`src/source/tile_video_macros.svh`:
```
`ifndef TILE_VIDEO_MACROS_SVH
`define TILE_VIDEO_MACROS_SVH

//////////////////////////////////////////////////
// video format
//////////////////////////////////////////////////

// pixels carried by one pattern plane
`define TILE_GROUP_PIXELS 4
`define TRANSPARENT_DOT 3'd7

//////////////////////////////////////////////////
// register bus
//////////////////////////////////////////////////

`define REG_DATA_WIDTH 8
`define WB_ADR_WIDTH 2

// layer priorities out of reset
`define PRIO_A_RESET 3'd0
`define PRIO_B_RESET 3'd0

`endif

```
`src/source/tile_video_pkg.sv`:
```
`include "tile_video_macros.svh"

package tile_video_pkg;

	// colour index inside a tile, 7 shows what lies behind
	typedef logic [2:0] dot_t;
	// tile attribute, also used as palette bank
	typedef logic [7:0] color_t;
	// higher value is in front
	typedef logic [2:0] prio_t;
	// one bit per pixel, bit 3 is leftmost
	typedef logic [`TILE_GROUP_PIXELS-1:0] plane_t;

	// chain input and mixer output
	typedef struct packed {
		prio_t  prio;
		color_t color;
		dot_t   dot;
	} layer_pixel_s;

	// one fetch from tile memory, plane 2 on top
	typedef struct packed {
		color_t       attr;
		plane_t [2:0] pattern;
	} tile_fetch_s;

	typedef enum logic {
		LAYER_A = 1'b0,
		LAYER_B = 1'b1
	} layer_sel_e;

	typedef struct packed {
		logic  flip;
		logic  disable_a;
		logic  disable_b;
		prio_t prio_a;
		prio_t prio_b;
	} layer_ctrl_s;

endpackage

```
`src/source/wb_bus_pkg.sv`:
```
`include "tile_video_macros.svh"

package wb_bus_pkg;

	// master side, held until ack
	typedef struct packed {
		logic                     cyc;
		logic                     stb;
		logic                     we;
		logic [`WB_ADR_WIDTH-1:0] adr;
		logic [`REG_DATA_WIDTH-1:0] dat;
	} wb_req_s;

	// slave side
	typedef struct packed {
		logic                       ack;
		logic [`REG_DATA_WIDTH-1:0] dat;
	} wb_rsp_s;

	// register map, address 3 is empty
	typedef enum logic [`WB_ADR_WIDTH-1:0] {
		REG_CTRL   = 2'd0,
		REG_PRIO_A = 2'd1,
		REG_PRIO_B = 2'd2
	} reg_idx_e;

endpackage
```
`src/source/layer_priority_regs.sv`:
```
`timescale 1ns/1ps
`include "tile_video_macros.svh"

module layer_priority_regs (
	input  logic                        CLK_6M,
	input  logic                        rst,
	input  wb_bus_pkg::wb_req_s         wb_req,
	output wb_bus_pkg::wb_rsp_s         wb_rsp,
	output tile_video_pkg::layer_ctrl_s ctrl
);

	logic                       access;
	logic                       ack_q;
	wb_bus_pkg::reg_idx_e       idx;
	logic [`REG_DATA_WIDTH-1:0] rd_data;

	logic                  flip_q;
	logic                  dis_a_q;
	logic                  dis_b_q;
	tile_video_pkg::prio_t prio_a_q;
	tile_video_pkg::prio_t prio_b_q;

	assign access = wb_req.cyc && wb_req.stb;
	assign idx = wb_bus_pkg::reg_idx_e'(wb_req.adr);

	//////////////////////////////////////////////////
	// bus handshake
	//////////////////////////////////////////////////

	// one wait state, ack drops after a single cycle
	always_ff @(posedge CLK_6M) begin
		if (rst) begin
			ack_q <= 1'b0;
		end else begin
			ack_q <= access && !ack_q;
		end
	end

	// write lands on the ack edge
	always_ff @(posedge CLK_6M) begin
		if (rst) begin
			flip_q   <= 1'b0;
			dis_a_q  <= 1'b0;
			dis_b_q  <= 1'b0;
			prio_a_q <= `PRIO_A_RESET;
			prio_b_q <= `PRIO_B_RESET;
		end else if (ack_q && wb_req.we) begin
			case (idx)
				wb_bus_pkg::REG_CTRL: begin
					flip_q  <= wb_req.dat[0];
					dis_a_q <= wb_req.dat[1];
					dis_b_q <= wb_req.dat[2];
				end
				wb_bus_pkg::REG_PRIO_A: prio_a_q <= wb_req.dat[2:0];
				wb_bus_pkg::REG_PRIO_B: prio_b_q <= wb_req.dat[2:0];
				default: ;
			endcase
		end
	end

	// readback, upper bits and address 3 read zero
	always_comb begin
		rd_data = '0;
		case (idx)
			wb_bus_pkg::REG_CTRL:   rd_data[2:0] = {dis_b_q, dis_a_q, flip_q};
			wb_bus_pkg::REG_PRIO_A: rd_data[2:0] = prio_a_q;
			wb_bus_pkg::REG_PRIO_B: rd_data[2:0] = prio_b_q;
			default:                rd_data = '0;
		endcase
	end

	assign wb_rsp = '{ack: ack_q, dat: rd_data};

	assign ctrl = '{flip: flip_q, disable_a: dis_a_q, disable_b: dis_b_q,
		prio_a: prio_a_q, prio_b: prio_b_q};

	// master must keep the request up through ack
	assert property (@(posedge CLK_6M) disable iff (rst) ack_q |-> access)
		else $error("ack without cyc and stb");

	assert property (@(posedge CLK_6M) disable iff (rst) ack_q |=> !ack_q)
		else $error("ack high in two consecutive cycles");

endmodule

```
`src/source/tile_fetch_sequencer.sv`:
```
`timescale 1ns/1ps

module tile_fetch_sequencer (
	input  logic                        CLK_6M,
	input  logic                        rst,
	output tile_video_pkg::layer_sel_e  fetch_layer,
	input  tile_video_pkg::tile_fetch_s fetch_data,
	output tile_video_pkg::tile_fetch_s tile_a,
	output tile_video_pkg::tile_fetch_s tile_b,
	output logic                        load_a,
	output logic                        load_b
);

	// group phase, one pixel per step
	logic [1:0] g;

	always_ff @(posedge CLK_6M) begin
		if (rst) begin
			g <= 2'd0;
		end else begin
			g <= g + 2'd1;
		end
	end

	// first half of the group serves A, second half B
	assign fetch_layer = g[1] ? tile_video_pkg::LAYER_B : tile_video_pkg::LAYER_A;

	//////////////////////////////////////////////////
	// holding registers
	//////////////////////////////////////////////////

	// memory data is taken at the end of each half
	always_ff @(posedge CLK_6M) begin
		if (rst) begin
			tile_a <= '0;
			tile_b <= '0;
		end else begin
			if (g == 2'd1) begin
				tile_a <= fetch_data;
			end
			if (g == 2'd3) begin
				tile_b <= fetch_data;
			end
		end
	end

	// each load trails its capture by half a group
	assign load_a = (g == 2'd3);
	assign load_b = (g == 2'd1);

	assert property (@(posedge CLK_6M) disable iff (rst) !(load_a && load_b))
		else $error("load_a and load_b high together");

endmodule

```
`src/source/tile_layer_mixer.sv`:
```
`timescale 1ns/1ps
`include "tile_video_macros.svh"

module tile_layer_mixer (
	input  logic                         CLK_6M,
	input  logic                         rst,
	input  tile_video_pkg::tile_fetch_s  tile_a,
	input  tile_video_pkg::tile_fetch_s  tile_b,
	input  logic                         load_a,
	input  logic                         load_b,
	input  tile_video_pkg::layer_ctrl_s  ctrl,
	input  tile_video_pkg::layer_pixel_s chain_in,
	output tile_video_pkg::layer_pixel_s pix_out
);

	localparam int MSB = `TILE_GROUP_PIXELS - 1;

	// index 0 is layer A, 1 is layer B
	logic [1:0]                        load;
	tile_video_pkg::tile_fetch_s       src [2];
	tile_video_pkg::color_t            attr_q [2];
	tile_video_pkg::plane_t [2:0]      plane_q [2];
	tile_video_pkg::dot_t              dot [2];
	tile_video_pkg::prio_t             prio [2];
	logic [1:0]                        dis;
	logic [1:0]                        elig;
	tile_video_pkg::layer_pixel_s      mix_next;

	assign load = {load_b, load_a};
	assign src[0] = tile_a;
	assign src[1] = tile_b;
	assign prio[0] = ctrl.prio_a;
	assign prio[1] = ctrl.prio_b;
	assign dis = {ctrl.disable_b, ctrl.disable_a};

	//////////////////////////////////////////////////
	// plane shifters
	//////////////////////////////////////////////////

	// normal order pushes toward bit 3, flipped toward bit 0
	always_ff @(posedge CLK_6M) begin
		if (rst) begin
			for (int l = 0; l < 2; l++) begin
				attr_q[l]  <= '0;
				plane_q[l] <= '0;
			end
		end else begin
			for (int l = 0; l < 2; l++) begin
				if (load[l]) begin
					attr_q[l]  <= src[l].attr;
					plane_q[l] <= src[l].pattern;
				end else begin
					for (int p = 0; p < 3; p++) begin
						if (ctrl.flip) begin
							plane_q[l][p] <= plane_q[l][p] >> 1;
						end else begin
							plane_q[l][p] <= plane_q[l][p] << 1;
						end
					end
				end
			end
		end
	end

	// current dot, one bit from each plane
	always_comb begin
		for (int l = 0; l < 2; l++) begin
			for (int p = 0; p < 3; p++) begin
				dot[l][p] = ctrl.flip ? plane_q[l][p][0] : plane_q[l][p][MSB];
			end
		end
	end

	//////////////////////////////////////////////////
	// priority mix
	//////////////////////////////////////////////////

	// a layer must beat the chain pixel outright
	always_comb begin
		for (int l = 0; l < 2; l++) begin
			elig[l] = !dis[l] && (dot[l] != `TRANSPARENT_DOT) && (prio[l] > chain_in.prio);
		end
	end

	always_comb begin
		mix_next = chain_in;
		case (elig)
			2'b01: mix_next = '{prio: prio[0], color: attr_q[0], dot: dot[0]};
			2'b10: mix_next = '{prio: prio[1], color: attr_q[1], dot: dot[1]};
			2'b11: begin
				// ties go to A
				if (prio[1] > prio[0]) begin
					mix_next = '{prio: prio[1], color: attr_q[1], dot: dot[1]};
				end else begin
					mix_next = '{prio: prio[0], color: attr_q[0], dot: dot[0]};
				end
			end
			default: mix_next = chain_in;
		endcase
	end

	always_ff @(posedge CLK_6M) begin
		if (rst) begin
			pix_out <= '0;
		end else begin
			pix_out <= mix_next;
		end
	end

	// with both layers off the chain dot comes through a cycle later
	assert property (@(posedge CLK_6M) disable iff (rst)
		(ctrl.disable_a && ctrl.disable_b) |=> (pix_out.dot == $past(chain_in.dot)))
		else $error("chain dot lost with both layers disabled");

endmodule

```
`src/source/tilemap_mixer_top.sv`:
```
`timescale 1ns/1ps

module tilemap_mixer_top (
	input  logic                         CLK_6M,
	input  logic                         rst,
	input  wb_bus_pkg::wb_req_s          wb_req,
	output wb_bus_pkg::wb_rsp_s          wb_rsp,
	output tile_video_pkg::layer_sel_e   fetch_layer,
	input  tile_video_pkg::tile_fetch_s  fetch_data,
	input  tile_video_pkg::layer_pixel_s chain_in,
	output tile_video_pkg::layer_pixel_s pix_out
);

	tile_video_pkg::layer_ctrl_s ctrl;
	tile_video_pkg::tile_fetch_s tile_a;
	tile_video_pkg::tile_fetch_s tile_b;
	logic                        load_a;
	logic                        load_b;

	// cpu side settings
	layer_priority_regs u_regs (
		.CLK_6M (CLK_6M),
		.rst    (rst),
		.wb_req (wb_req),
		.wb_rsp (wb_rsp),
		.ctrl   (ctrl)
	);

	// tile memory side
	tile_fetch_sequencer u_seq (
		.CLK_6M      (CLK_6M),
		.rst         (rst),
		.fetch_layer (fetch_layer),
		.fetch_data  (fetch_data),
		.tile_a      (tile_a),
		.tile_b      (tile_b),
		.load_a      (load_a),
		.load_b      (load_b)
	);

	tile_layer_mixer u_mix (
		.CLK_6M   (CLK_6M),
		.rst      (rst),
		.tile_a   (tile_a),
		.tile_b   (tile_b),
		.load_a   (load_a),
		.load_b   (load_b),
		.ctrl     (ctrl),
		.chain_in (chain_in),
		.pix_out  (pix_out)
	);

endmodule

```
`config.mk`:
```
export PLATFORM = sky130hd
export DESIGN_NAME = tilemap_mixer_top
export DESIGN_NICKNAME = d
export VERILOG_FILES = /design/src/source/tile_video_pkg.sv /design/src/source/wb_bus_pkg.sv /design/src/source/layer_priority_regs.sv /design/src/source/tile_fetch_sequencer.sv /design/src/source/tile_layer_mixer.sv /design/src/source/tilemap_mixer_top.sv
export VERILOG_INCLUDE_DIRS = /design/src /design/src/source
export SDC_FILE = /design/constraint.sdc
export NUM_CORES = 1
export LEC_CHECK = 0
export BUFFER_PORTS_ARGS = -buffer_cell sky130_fd_sc_hd__buf_2
export CAP_MARGIN = 20
export CORE_MARGIN = 2
export CORE_UTILIZATION = 56
export CTS_CLUSTER_SIZE = 14
export DETAILED_ROUTE_END_ITERATION = 6
export HOLD_SLACK_MARGIN = 0.06
export PLACE_DENSITY_LB_ADDON = 0.25
export SYNTH_ARGS = -nofsm -noshare
export SYNTH_HDL_FRONTEND = slang
export SYNTH_SLANG_ARGS = --single-unit
```
`constraint.sdc`:
```
create_clock -name CLK_6M -period 3 [get_ports CLK_6M]
set_clock_uncertainty 0.2 [all_clocks]
set_input_delay 0.6 -clock CLK_6M [delete_from_list [all_inputs] [get_ports CLK_6M]]
set_output_delay 0.6 -clock CLK_6M [all_outputs]
set_load 0.05 [all_outputs]
```
==> results.yml <==
setup_path:
  critPathLaunchType: "flop"
  crit_fanout: 14
  r2r_start: "u_regs.flip_q"
  crit_chain: "buf_4, mux2i_1, o21ai_0, buf_2"
  critPathKind: "reg2out"
  cp-end-kind: "output port"
  critPathArrivalTime_ps: 1940
  crit_slowest_cell: "dfxtp_1"
  r2r_end: "u_mix.pix_out[11]"
  crit_family: "flip-flops"
  cp.required_ps: 2200
  critPathMaxStageDelay_ps: 780
  crit_buf_inv: 2
  worstRegToRegCells: 5
  rrSetupSlack_ps: 400
finish:
  antenna_cells: 0
  fin_nets: 580
  final_core_util_pct: 65.29
  regArea_sq_mm: 0.002522
  final_area_sq_mm: 0.005338
  multi_input_comb_area_sq_mm: 0.002046
  syn_to_final_growth_pct: 13.16
  fill_cells: 679
  drive_gt1_share_pct: 18.48
synth:
  synth-main-ff-cell: "dfxtp_1"
  netlist_top_cells_area: "dfxtp_1 28%, edfxtp_1 25%, mux2i_1 14%"
  ys_ff_latch: 106
  yosysTopAreaCell: "dfxtp_1"
  synth_edf_count: 40
  synthTopCellsByCount: "92 x nor2_1, 68 x mux2i_1, 66 x dfxtp_1, 40 x edfxtp_1, 19 x inv_1"
  synth_top_area_share_pct: 28.01
  synthesis.instances: 447
  syn_area_per_cell_sq_um: 10.55
  synth_area_sq_mm: 0.004717
  synthArstFlopShare_pct: 0
  ys_types: 34
  yosys_warnings: 0
  yosysMostFrequentCell: "nor2_1"
  yosysSeqAreaShare_pct: 53.47
sta:
  final.setup.tns_ps: 0
  min_period_ps: 2735
  timing.final.crit_share_pct: 91.17
  hold_viol_final: 0
  rsz0062_at_grt: "false"
  setup_violations: 0
  worstMarginPinSlew_ps: 733.7
  relSlewSlack_pct: 50.76
  final_max_slew_viol_count: 0
  maxClockFrequency_mhz: 365.6
global_route:
  grt_max_degree: 63
  grt-ovfl-total: 0
  grt_busiest_layer: "met2"
  met2_usage_pct: 36.54
  grt_util_met3_pct: 4.933
  grt_pass1_vias: 3161
  antenna_found_initial: 0
  track_usage_pct: 21.15
  grt_use_met1_pct: 26.79
  grt_pass1_wl_um: 14840
placement:
  dpl_cell_area_sq_mm: 0.005161
  gp_congestion: 0.8878
  io_buffer_count: 62
  dp_hpwl_um: 6741
min_path:
  hold_class: "in2reg"
  hp-start: "wb_req[11]"
  worstHoldPathCells: 3
  whs_endpoint: "u_regs.ack_q"
pwr:
  p_leak_uw: 0.002225
  powerDensity_mw_per_mm2: 520.2
  p_total_uw: 2776
  peakVddDrop_v: 0.0002945
routing:
  drt_iter0_markers: 153
  vias: 3332
  drc: 0
  drt-total-wl_um: 9205
  via_per_inst: 5.289
  avgRoutedWirePerCell_um: 14.61
  ant_nets: 0
  firstDrtPassIters: 5
status:
  run_status: "finished, final reports clean"
clock_network:
  h-tree-depth: 3
  cts_buffer_depth: 2
  cts.sinks: 106
  clk_pin_slew_worst_paths_ps: 100
  cts_hold_buf: 0
  cts_tree: "done"
  cts_setup_buffers: 0
  cts_resized: 0
  clk_latency_ps: 360
  cts_made_buffers: 9
  cts-root-buf: "clkbuf_8"
floorplan:
  die-area_sq_mm: 0.009174
  start_util_pct: 57.70
  io_pins: 73
  fp.dieH_um: 95.78
  rows: 33
  fp.dieW_um: 95.78
  coreArea_sq_mm: 0.008175
run:
  maxCapViolCount: 0
[placed cells by master, fill, tap and decap left out, drive strengths merged, types with 8 or more instances in the layout]
cell type | synthesis | layout
nor2 | 92 | 92
buf | 18 | 71
mux2i | 68 | 68
dfxtp | 66 | 66
edfxtp | 40 | 40
conb | 2 | 29
inv | 19 | 21
and2 | 16 | 16
a21oi | 15 | 15
a31oi | 13 | 13
a22oi | 12 | 12
o221a | 11 | 11
ha | 11 | 11
clkbuf | 18 | 9
o21ai | 9 | 9
nand2 | 8 | 8
[worst min-delay path, stage by stage]
cell	delay, ps
buf_2	100
nand2_1	50
nor3_1	30
[power by group]
part	leakage [uW]	switching [uW]	total (uW)	internal (uW)
logic	0.00118	242	373	131
registers	0.000955	37.1	1610	1570
clock network	0.0000868	485	793	308
total	0.00223	764	2780	2010
[area by class of cell]
cell class                      count  area share, %
Inverter                           19          1.336
Clock inverter                      7         0.9845
Tap cell                          105          2.461
Sequential cell                   106          47.26
Multi-Input combinational cell    313          38.33
Timing Repair Buffer               71          7.314
Clock buffer                        9          2.321
[how the worst max path moves through the flow]
stage	start	end	slack [ps]	cells past startpoint
after floorplan	wb_req[8]	wb_rsp[0]	160	3
after global placement	chain_in[13]	u_mix.pix_out[11]	250	8
after detailed placement	chain_in[13]	u_mix.pix_out[13]	150	8
after CTS	u_regs.flip_q	wb_rsp[0]	280	4
after global routing	u_regs.flip_q	wb_rsp[0]	190	4
final	u_regs.flip_q	wb_rsp[0]	260	4
[state kept, by name, indices dropped and copies added (netlist names)]
register         flops
u_mix.attr_q        16
u_seq.tile_a        20
u_mix.plane_q       24
u_regs.dis_b_q       1
u_regs.prio_a_q      3
u_regs.flip_q        1
u_regs.ack_q         1
u_seq.g              2
u_regs.prio_b_q      3
u_regs.dis_a_q       1
u_seq.tile_b        20
u_mix.pix_out       14
[cells by family after synthesis]
logic type / synth area share (%)
adder cells (fa/ha/maj): 2.918
flip-flops: 53.47
buffers and inverters: 5.411
other: 0.1592
multiplexers: 15.38
AND/OR/NAND/NOR: 12.41
AO/OA/AOI/OAI: 10.24
[layer usage]
metal | vias to the layer above | share of wire, %
met5 | - | 0
met4 | 0 | 1.3
met3 | 11 | 4.3
met2 | 76 | 50
met1 | 1569 | 45
li1 | 1676 | -
[per-stage QoR]
stage	hold slack (ps)	setup slack, ps	instances
global route	246.3	185.2	630
global placement	219.5	246.4	614
detailed placement	232.5	149.3	614
CTS	238.1	283.7	630
finish	244.8	264.8	630
floorplan	204.8	159.6	474
Note: power is estimated with default switching activity, not from simulation.
